--- config.mk ---
export PLATFORM = sky130hd
export DESIGN_NAME = iomux_top
export DESIGN_NICKNAME = d
export VERILOG_FILES = /design/src/verilog/iomux_pkg.sv /design/src/verilog/iomux_top.sv /design/src/verilog/pin_mux.sv /design/src/verilog/port_b_func.sv /design/src/verilog/port_d_func.sv
export SDC_FILE = /design/constraint.sdc
export NUM_CORES = 1
export LEC_CHECK = 0
export BUFFER_PORTS_ARGS = -buffer_cell sky130_fd_sc_hd__buf_2
export CAP_MARGIN = 20
export CORE_AREA = 5 5 99 101
export DETAILED_ROUTE_END_ITERATION = 8
export DIE_AREA = 0 0 104 106
export GPL_TIMING_DRIVEN = 0
export MAX_ROUTING_LAYER = met4
export PLACE_DENSITY_LB_ADDON = 0.2
export SETUP_SLACK_MARGIN = 0.05
export SYNTH_ARGS = -nofsm -noshare
export SYNTH_HDL_FRONTEND = slang
export SYNTH_SLANG_ARGS = --single-unit
--- constraint.sdc ---
create_clock -name vclk -period 2
set_input_delay 0.6 -clock vclk [all_inputs]
set_output_delay 0.6 -clock vclk [all_outputs]
set_load 0.05 [all_outputs]
--- src/verilog/iomux_pkg.sv ---
package iomux_pkg;

   ////////////////////
   // Widths and offsets
   ////////////////////

   localparam int PORTB_W = 6;               // PB7:6 are the crystal pins on the board
   localparam int PORTD_W = 8;
   localparam int XB_W    = 20;              // Digital 0-13 plus analog 0-5

   localparam int XB_PORTD_LSB = 0;          // D0-D7 sit on port D
   localparam int XB_PORTB_LSB = 8;          // D8-D13 sit on port B

   localparam int PCINT_W         = 24;
   localparam int PCINT_PORTB_LSB = 0;       // PCINT5:0
   localparam int PCINT_PORTD_LSB = 16;      // PCINT23:16

   // INT0 pin takes its pin-change enable from pcie1, as the reference does
   localparam int PORTD_PCINT_PCIE1_BIT = 2;

   ////////////////////
   // Bundles
   ////////////////////

   typedef struct packed {
      logic [PORTB_W-1:0] portx;             // Output value register
      logic [PORTB_W-1:0] ddrx;              // Direction register, 1 = output
   } gpio_b_t;

   typedef struct packed {
      logic [PORTD_W-1:0] portx;
      logic [PORTD_W-1:0] ddrx;
   } gpio_d_t;

   // Accelerator block pin control
   typedef struct packed {
      logic [XB_W-1:0] ddoe;                 // Override direction
      logic [XB_W-1:0] ddov;                 // Direction if overridden
      logic [XB_W-1:0] pvoe;                 // Override output value
      logic [XB_W-1:0] pvov;                 // Value if overridden
   } xb_ovr_t;

   typedef struct packed {
      logic spe;                             // SPI enable
      logic spimaster;
      logic scko;
      logic misoo;
      logic mosio;
   } spi_ctrl_t;

   // Field order matches PB5:2
   typedef struct packed {
      logic scki;
      logic misoi;
      logic mosii;
      logic ss_b;
   } spi_rcv_t;

   typedef struct packed {
      logic enable;                          // Compare output owns the pin
      logic pin;
   } oc_t;

   typedef struct packed {
      logic tx_en;
      logic txd;
      logic rx_en;
   } uart_ctrl_t;

   // Peripheral override set, sized for the wider port
   typedef struct packed {
      logic [PORTD_W-1:0] ddoe;
      logic [PORTD_W-1:0] ddov;
      logic [PORTD_W-1:0] pvoe;
      logic [PORTD_W-1:0] pvov;
      logic [PORTD_W-1:0] dieoe;             // Force input buffer on
   } pin_ovr_t;

   typedef struct packed {
      logic pcie0;                           // Port B pin-change enable
      logic pcie1;
      logic pcie2;                           // Port D pin-change enable
   } pcie_t;

endpackage

--- src/verilog/iomux_top.sv ---
`timescale 1ns/10ps

module iomux_top (
   input  logic                           clk,          // Assertion sampling only
   input  logic                           rst_n,
   input  logic                           sleep,
   input  iomux_pkg::gpio_b_t             gpio_b,
   input  iomux_pkg::gpio_d_t             gpio_d,
   input  iomux_pkg::xb_ovr_t             xb,
   output logic [iomux_pkg::XB_W-1:0]     xb_pinx,
   input  logic [iomux_pkg::PCINT_W-1:0]  pcint_irq,
   input  iomux_pkg::pcie_t               pcie,
   output logic [iomux_pkg::PCINT_W-1:0]  pcint_rcv,
   // Port B functions
   input  iomux_pkg::spi_ctrl_t           spi,
   output iomux_pkg::spi_rcv_t            spi_rcv,
   input  iomux_pkg::oc_t                 oc2a,
   input  iomux_pkg::oc_t                 oc1b,
   input  iomux_pkg::oc_t                 oc1a,
   input  iomux_pkg::oc_t                 oc0a,
   input  iomux_pkg::oc_t                 oc0b,
   input  iomux_pkg::oc_t                 oc2b,
   output logic                           icp1_pin,
   output logic                           pin13_led,
   // Port D functions
   input  iomux_pkg::uart_ctrl_t          uart,
   input  logic                           umsel,
   input  logic                           xcko,
   output logic                           xck_rcv,
   output logic                           t0_pin,
   output logic                           t1_pin,
   input  logic                           int0_enable,
   input  logic                           int1_enable,
   output logic                           int0_rcv,
   output logic                           int1_rcv,
   output logic                           rxd_rcv,
   // Pads, tri-state resolved on the board side
   input  logic [iomux_pkg::PORTB_W-1:0]  portb_pad_in,
   output logic [iomux_pkg::PORTB_W-1:0]  portb_pad_oe,
   output logic [iomux_pkg::PORTB_W-1:0]  portb_pad_out,
   input  logic [iomux_pkg::PORTD_W-1:0]  portd_pad_in,
   output logic [iomux_pkg::PORTD_W-1:0]  portd_pad_oe,
   output logic [iomux_pkg::PORTD_W-1:0]  portd_pad_out
);
   import iomux_pkg::*;

   pin_ovr_t           ovr_b;
   pin_ovr_t           ovr_d;
   logic [PORTB_W-1:0] pinx_b;
   logic [PORTD_W-1:0] pinx_d;
   logic               ss_b_fb;                         // SS read value back to MISO rule

   ////////////////////
   // Port B
   ////////////////////

   port_b_func u_port_b_func (
      .spi         (spi),
      .oc2a        (oc2a),
      .oc1b        (oc1b),
      .oc1a        (oc1a),
      .ss_b        (ss_b_fb),
      .ddrx4       (gpio_b.ddrx[4]),
      .pcint_irq_b (pcint_irq[PCINT_PORTB_LSB +: PORTB_W]),
      .pcie0       (pcie.pcie0),
      .ovr         (ovr_b)
   );

   pin_mux #(.WIDTH(PORTB_W)) u_mux_b (
      .portx   (gpio_b.portx),
      .ddrx    (gpio_b.ddrx),
      .xb_ddoe (xb.ddoe[XB_PORTB_LSB +: PORTB_W]),
      .xb_ddov (xb.ddov[XB_PORTB_LSB +: PORTB_W]),
      .xb_pvoe (xb.pvoe[XB_PORTB_LSB +: PORTB_W]),
      .xb_pvov (xb.pvov[XB_PORTB_LSB +: PORTB_W]),
      .pad_in  (portb_pad_in),
      .ovr     (ovr_b),
      .sleep   (sleep),
      .pad_oe  (portb_pad_oe),
      .pad_out (portb_pad_out),
      .pinx    (pinx_b)
   );

   assign ss_b_fb   = pinx_b[2];                        // PB2 direction never uses it
   assign spi_rcv   = pinx_b[5:2];                      // scki, misoi, mosii, ss_b
   assign icp1_pin  = pinx_b[0];
   assign pin13_led = portb_pad_in[5];                  // Raw pad, not gated by sleep

   ////////////////////
   // Port D
   ////////////////////

   port_d_func u_port_d_func (
      .uart        (uart),
      .umsel       (umsel),
      .xcko        (xcko),
      .oc0a        (oc0a),
      .oc0b        (oc0b),
      .oc2b        (oc2b),
      .int0_enable (int0_enable),
      .int1_enable (int1_enable),
      .pcint_irq_d (pcint_irq[PCINT_PORTD_LSB +: PORTD_W]),
      .pcie        (pcie),
      .ovr         (ovr_d)
   );

   pin_mux #(.WIDTH(PORTD_W)) u_mux_d (
      .portx   (gpio_d.portx),
      .ddrx    (gpio_d.ddrx),
      .xb_ddoe (xb.ddoe[XB_PORTD_LSB +: PORTD_W]),
      .xb_ddov (xb.ddov[XB_PORTD_LSB +: PORTD_W]),
      .xb_pvoe (xb.pvoe[XB_PORTD_LSB +: PORTD_W]),
      .xb_pvov (xb.pvov[XB_PORTD_LSB +: PORTD_W]),
      .pad_in  (portd_pad_in),
      .ovr     (ovr_d),
      .sleep   (sleep),
      .pad_oe  (portd_pad_oe),
      .pad_out (portd_pad_out),
      .pinx    (pinx_d)
   );

   assign t1_pin   = pinx_d[5];
   assign xck_rcv  = pinx_d[4];                         // XCK and T0 share PD4
   assign t0_pin   = pinx_d[4];
   assign int1_rcv = pinx_d[3];
   assign int0_rcv = pinx_d[2];
   assign rxd_rcv  = pinx_d[0];

   // Pin-change and xb read-back, unused bits read zero
   always_comb begin
      pcint_rcv = '0;
      pcint_rcv[PCINT_PORTB_LSB +: PORTB_W] = pinx_b;
      pcint_rcv[PCINT_PORTD_LSB +: PORTD_W] = pinx_d;

      xb_pinx = '0;                                     // Analog 0-5 have no port here
      xb_pinx[XB_PORTB_LSB +: PORTB_W] = portb_pad_in;
      xb_pinx[XB_PORTD_LSB +: PORTD_W] = portd_pad_in;
   end

endmodule

--- src/verilog/pin_mux.sv ---
`timescale 1ns/10ps

module pin_mux #(
   parameter int WIDTH = 8                        // At most the override width of 8
) (
   input  logic [WIDTH-1:0]      portx,
   input  logic [WIDTH-1:0]      ddrx,
   input  logic [WIDTH-1:0]      xb_ddoe,
   input  logic [WIDTH-1:0]      xb_ddov,
   input  logic [WIDTH-1:0]      xb_pvoe,
   input  logic [WIDTH-1:0]      xb_pvov,
   input  logic [WIDTH-1:0]      pad_in,
   input  iomux_pkg::pin_ovr_t   ovr,
   input  logic                  sleep,
   output logic [WIDTH-1:0]      pad_oe,
   output logic [WIDTH-1:0]      pad_out,
   output logic [WIDTH-1:0]      pinx
);

   logic [WIDTH-1:0] p_ddoe;
   logic [WIDTH-1:0] p_ddov;
   logic [WIDTH-1:0] p_pvoe;
   logic [WIDTH-1:0] p_pvov;
   logic [WIDTH-1:0] in_en;

   // Peripheral set is 8 wide, take this port's pins
   assign p_ddoe = ovr.ddoe[WIDTH-1:0];
   assign p_ddov = ovr.ddov[WIDTH-1:0];
   assign p_pvoe = ovr.pvoe[WIDTH-1:0];
   assign p_pvov = ovr.pvov[WIDTH-1:0];

   ////////////////////
   // And-or priority mux
   ////////////////////

   // Register path only when neither override is active
   assign pad_oe  = (xb_ddoe & xb_ddov) |
                    (p_ddoe & p_ddov) |
                    (~(xb_ddoe | p_ddoe) & ddrx);
   assign pad_out = (xb_pvoe & xb_pvov) |
                    (p_pvoe & p_pvov) |
                    (~(xb_pvoe | p_pvoe) & portx);

   // Input buffer on when awake or held on by an interrupt source
   assign in_en = ovr.dieoe[WIDTH-1:0] | {WIDTH{~sleep}};
   assign pinx  = pad_in & in_en;

endmodule

--- src/verilog/port_b_func.sv ---
`timescale 1ns/10ps

module port_b_func (
   input  iomux_pkg::spi_ctrl_t           spi,
   input  iomux_pkg::oc_t                 oc2a,
   input  iomux_pkg::oc_t                 oc1b,
   input  iomux_pkg::oc_t                 oc1a,
   input  logic                           ss_b,         // PB2 read value
   input  logic                           ddrx4,        // MISO direction register bit
   input  logic [iomux_pkg::PORTB_W-1:0]  pcint_irq_b,  // PCINT5:0 mask
   input  logic                           pcie0,
   output iomux_pkg::pin_ovr_t            ovr
);
   import iomux_pkg::*;

   logic spi_master;
   logic spi_slave;

   assign spi_master = spi.spe & spi.spimaster;
   assign spi_slave  = spi.spe & ~spi.spimaster;

   ////////////////////
   // Port B overrides
   ////////////////////

   always_comb begin
      ovr = '0;                                         // Bits 7:6 stay clear

      // PB5 SCK
      ovr.ddoe[5] = spi.spe;
      ovr.ddov[5] = spi.spimaster;                      // Output as master, input as slave
      ovr.pvoe[5] = spi_master;
      ovr.pvov[5] = spi.scko;

      // PB4 MISO
      // A slave keeps MISO tri-stated while SS is high
      ovr.ddoe[4] = spi.spe;
      ovr.ddov[4] = spi.spimaster ? 1'b0 : (ddrx4 & ~ss_b);
      ovr.pvoe[4] = spi_slave;
      ovr.pvov[4] = spi.misoo;

      // PB3 MOSI, shared with OC2A
      ovr.ddoe[3] = spi_slave;                          // Forced input in slave mode
      ovr.ddov[3] = 1'b0;
      ovr.pvoe[3] = spi_master | oc2a.enable;
      ovr.pvov[3] = (spi.spe & spi.mosio) | oc2a.pin;   // Values or'ed together

      // PB2 SS, shared with OC1B
      ovr.ddoe[2] = spi_slave;
      ovr.ddov[2] = 1'b0;
      ovr.pvoe[2] = oc1b.enable;
      ovr.pvov[2] = oc1b.pin;

      // PB1 OC1A
      ovr.pvoe[1] = oc1a.enable;
      ovr.pvov[1] = oc1a.pin;

      // PB0 is ICP1, input only, so it has no output override

      // Masked pin-change pins keep their input buffer alive in sleep
      ovr.dieoe[PORTB_W-1:0] = pcint_irq_b & {PORTB_W{pcie0}};
   end

endmodule

--- src/verilog/port_d_func.sv ---
`timescale 1ns/10ps

module port_d_func (
   input  iomux_pkg::uart_ctrl_t          uart,
   input  logic                           umsel,        // USART in sync master mode
   input  logic                           xcko,
   input  iomux_pkg::oc_t                 oc0a,
   input  iomux_pkg::oc_t                 oc0b,
   input  iomux_pkg::oc_t                 oc2b,
   input  logic                           int0_enable,
   input  logic                           int1_enable,
   input  logic [iomux_pkg::PORTD_W-1:0]  pcint_irq_d,  // PCINT23:16 mask
   input  iomux_pkg::pcie_t               pcie,
   output iomux_pkg::pin_ovr_t            ovr
);
   import iomux_pkg::*;

   logic [PORTD_W-1:0] pc_en;                           // Pin-change enable per pin

   // Every pin follows pcie2 except the INT0 pin
   always_comb begin
      pc_en = {PORTD_W{pcie.pcie2}};
      pc_en[PORTD_PCINT_PCIE1_BIT] = pcie.pcie1;
   end

   ////////////////////
   // Port D overrides
   ////////////////////

   always_comb begin
      ovr = '0;

      // PD7 has no peripheral function here

      ovr.pvoe[6] = oc0a.enable;                        // OC0A
      ovr.pvov[6] = oc0a.pin;
      ovr.pvoe[5] = oc0b.enable;                        // OC0B, T1 input
      ovr.pvov[5] = oc0b.pin;
      ovr.pvoe[4] = umsel;                              // XCK out, T0 input
      ovr.pvov[4] = xcko;
      ovr.pvoe[3] = oc2b.enable;                        // OC2B, INT1 input
      ovr.pvov[3] = oc2b.pin;

      // PD2 is INT0, input only

      // PD1 TXD
      ovr.ddoe[1] = uart.tx_en;
      ovr.ddov[1] = 1'b1;                               // Transmitter owns the pin
      ovr.pvoe[1] = uart.tx_en;
      ovr.pvov[1] = uart.txd;

      // PD0 RXD
      ovr.ddoe[0] = uart.rx_en;
      ovr.ddov[0] = 1'b0;

      ovr.dieoe = pcint_irq_d & pc_en;
      ovr.dieoe[3] = ovr.dieoe[3] | int1_enable;        // INT1 must see the pin in sleep
      ovr.dieoe[2] = ovr.dieoe[2] | int0_enable;        // Same for INT0
   end

endmodule
# Word level (Yosys, flattened, before mapping)
# Cells that the tools add are included.
[totals]
ff_bits = 0
in_bits = 176
wordCells = 45
[op_classes]
muxes = 1
bitwise_logic = 44
[op_table]
columns = ["operator", "count"]
rows = [
  ["$and 6x6->6", 8],
  ["$and 8x8->8", 6],
  ["$or 6x6->6", 7],
  ["$or 8x8->8", 4],
  ["$not 8->8", 2],
  ["$or 8x2->8", 2],
  ["$not 6->6", 2],
  ["$or 8x7->8", 1],
  ["$and 7x7->7", 1],
  ["$and 1x1->1", 4],
  ["$or 1x1->1", 4],
  ["$not 1->1", 3],
  ["$mux 1", 1],
]

# Depth between registers and ports, before layout
[depth]
word_depth = 9
mapped_depth = 4
depth_no_buf = 3

# By module
# A second synthesis with hierarchy kept.
[unflattened]
cells_unflattened = 212
area_unflattened_um2 = 1582.8
[modules_own_cells]
columns = ["module", "instances", "cells_each", "area_per_inst_um2"]
rows = [
  ["pin_mux (u_mux_d)", 1, 48, 370.4],
  ["iomux_top", 1, 43, 319.1],
  ["port_b_func", 1, 43, 314.1],
  ["port_d_func", 1, 42, 301.5],
  ["pin_mux (u_mux_b)", 1, 36, 277.8],
]

# Worst setup path before layout
# Ideal clock, no wire load.
[synth_path]
path_kind = "input to output"
from = "in sleep"
to = "out pcint_rcv[20] in the netlist's numbering"
arrival_time_ns = 2.364
required_time_ns = 1.400
setup_slack_ns = -0.964
stages = 3
path_cell_list = "buf_2 > a21boi_0 > buf_4"
[synth_via]
elab_chain_cells = 3
[synth_lines]
columns = ["element", "line", "text"]
rows = [
  ["from (decl)", "iomux_top.sv:6", "input logic sleep,"],
  ["$not 1->1", "pin_mux.sv:45", "assign in_en = ovr.dieoe[WIDTH-1:0] | {WIDTH{~sleep}};"],
  ["$or 8x8->8", "pin_mux.sv:45", ""],
  ["$and 8x8->8", "pin_mux.sv:46", "assign pinx = pad_in & in_en;"],
  ["to (decl)", "iomux_top.sv:13", "output logic [iomux_pkg::PCINT_W-1:0] pcint_rcv,"],
]
# No other way between the ends.

# Worst setup path in the final report
[layout_path]
from = "in sleep"
to = "out t1_pin"
[layout_via]
elab_chain_cells = 3
[layout_lines]
columns = ["element", "line", "text"]
rows = [
  ["$not 1->1", "pin_mux.sv:45", ""],
  ["$or 8x8->8", "pin_mux.sv:45", ""],
  ["$and 8x8->8", "pin_mux.sv:46", ""],
  ["to (decl)", "iomux_top.sv:31", "output logic t1_pin,"],
]
# No other way between the ends.

==> summary.txt <==
Place
  • DPL Wire Length: 4730 um
  • Post-DP Area: 2400 um^2
  • Placed Instances: approximately 470
  • Gpl congestion: 0.684
  • IO buf count: 207

Layout
  • FF+latch count: 0
  • FF+latch area: 0 um^2
  • Clock buffer count in the final layout: 0
  • Nets: ~540
  • Post-route cell area: 2550 um^2
  • Area growth from synthesis to layout: 165%
  • Layout Cells excl Fill: 471
  • Layout cell share with drive strength beyond 1: 79.4%
  • Diodes inserted: 0
  • Final Util: 28.6%

Logic synthesis
  • Area of the mapped netlist: around 960 um^2
  • Cell variety after synth: 27
  • Most used standard cell by instance count after synthesis: buf_4
  • Top cells by area, synth: buf_4 33%, mux2_2 14%, nand2_1 9.7%, a21boi_0 8.6%, a221o_1 7.3%
  • Yosys warns: 0
  • Yosys top cell area share: 33.5%
  • List of most frequent post-synthesis cells: 43 x buf_4, 25 x nand2_1, 12 x mux2_2
  • Sequential area share after synthesis: 0%
  • Syn Inst Count: 136
  • Syn_area_per_cell: 7.09 um^2
  • Dominant cell type by area after synthesis: buf_4

Global routing
  • Grt ovf: 0
  • Total GRT Usage: approximately 8%
  • Largest net degree at the start of global routing: 9
  • Vias in the first global route: 1763
  • Initial antenna violation count: 0
  • First-pass GRT wire length: 7620 um

STA
  • Setup Viol. Count Final: 0
  • Period minus WS final: 1.93 ns
  • Crit share post-route: 96.5%
  • Setup TNS: 0 ns
  • Max frequency: 0.518 GHz
  • Final Hold Fails: 0
  • Unrepaired setup endpoints after global routing: false
  • Max Slew Vio Count: 0

Power
  • Leakage: approximately 1.5 nW
  • Worst vdd ir: 0.000138 V
  • Power per cell area: 363 nW/um^2
  • Overall Power: 927 uW

Floorplanning
  • Die H: 106 um
  • I/O pin count: 260
  • Site row count: 35
  • Width of the chip: 104 um
  • Area of the core: 8930 um^2
  • Initial Utilization: 10.8%
  • Die area: 11000 um^2

Detailed routing
  • Initial DRC Count: 34
  • Via Count: 1718
  • Vias/cell: roughly 3.6
  • DR WL/cell: 10.9 um
  • TritonRoute pass-1 iters: 2
  • Post-route ant nets: 0
  • Drc violations: 0
  • Drt total wl: roughly 5000 um

Worst setup path
  • Slowest stage delay, CP: 0.29 ns
  • Worst EP arrival: 1.33 ns
  • Worst path bufs/invs: 3
  • Critical path's top delay family: buffers and inverters
  • Critical path type: input pin to output pin
  • Crit-path cells: buf_8, buf_12, a21boi_4, buf_2
  • Required time of the critical path: 1.40 ns
  • Worst setup SP type: input pin
  • Setup crit end kind: output pin
  • Critical-path maximum fanout: 6
  • Worst path slowest cell: buf_2

Run status
  • Status: finished clean

Job
  • Max Cap Viol: 0

Min path
  • Worst hold-check path type: input pin to output pin
[metal layers]
layer | wire, um | global-route usage [%] | part of all wire [%] | vias to the layer above
met1 | 1630 | 7.69 | 32 | 752
met3 | 461 | 1.58 | 9.0 | 4
met5 | 0 | - | 0 | -
met4 | 54 | 0.740 | 1.1 | 0
met2 | 2970 | 17.1 | 58 | 90
li1 | - | - | - | 872
[path summary, 6_finish.rpt]
kind / startpoint / endpoint / slack, ns / depth (start not counted)
max: sleep / t1_pin / 0.07 / 4
min: xb[70] / portb_pad_oe[2] / 1.53 / 3
[layout by cell type (no fill, tap or decap)]
| cell type | count |
|---|---|
| buf_2 | 184 |
| buf_4 | 42 |
| nand2_1 | 25 |
| conb_1 | 16 |
| buf_6 | 14 |
| mux2_2 | 12 |
| nor3b_1 | 7 |
| a221o_1 | 7 |
| a21boi_4 | 7 |
| clkbuf_4 | 6 |
| a21boi_2 | 5 |
| inv_1 | 5 |
| buf_8 | 5 |
| nor2_1 | 3 |
| nand3b_1 | 3 |
| o21ai_2 | 3 |
| buf_12 | 2 |
| a31oi_4 | 2 |
| nor2b_1 | 1 |
| a211o_1 | 1 |
| a22o_1 | 1 |
| a22oi_1 | 1 |
| nand2b_4 | 1 |
| o211ai_1 | 1 |
| a21oi_1 | 1 |
| a21oi_4 | 1 |
| o221ai_4 | 1 |
| a32oi_1 | 1 |
| nand3_1 | 1 |
| buf_16 | 1 |
[stage by stage]
| stage | setup slack [ns] | hold slack, ns |
|---|---|---|
| after global placement | -0.114 | 1.55 |
| after floorplan | -0.160 | 1.30 |
| after detailed placement | -0.114 | 1.55 |
| after global routing | 0.0417 | 1.54 |
| final | 0.0706 | 1.53 |
| after CTS | 0.0513 | 1.53 |
[repair_timing]
item	4_1_cts	5_1_grt
resized for setup	26	15
setup buffers	0	1
gates cloned	1	0
hold buffers	0	0
setup endpoints to repair	25	20
pin swaps	3	4
[cell type report]
type / count / area, um^2
multi-input combinational: 101 / 816
buffer: 45 / 393
timing repair buffer: 209 / 1190
inverter: 5 / 18.8
fill: 1008 / 6380
tap: 111 / 139
[tightest hold or removal path: cells and delay by family]
kind | cells | cell delay (ns)
buffers and inverters | 2 | 0.28
AOI/OAI and AO/OA | 1 | 0.06
[power by group]
group	switching [mW]	leakage, nW	internal, mW
Clock	0	0	0
Combinational	0.580	1.47	0.347
Sequential	0	0	0
Total	0.580	1.47	0.347
[cell families after synthesis]
| family | count (synthesis) | synth area share [%] |
|---|---|---|
| compound gates | 32 | 28.0 |
| buf+inv | 50 | 37.1 |
| mux | 12 | 14.0 |
| other cells | 1 | 0.389 |
| simple gates | 41 | 20.5 |
Power figures use the tool's default switching activity.
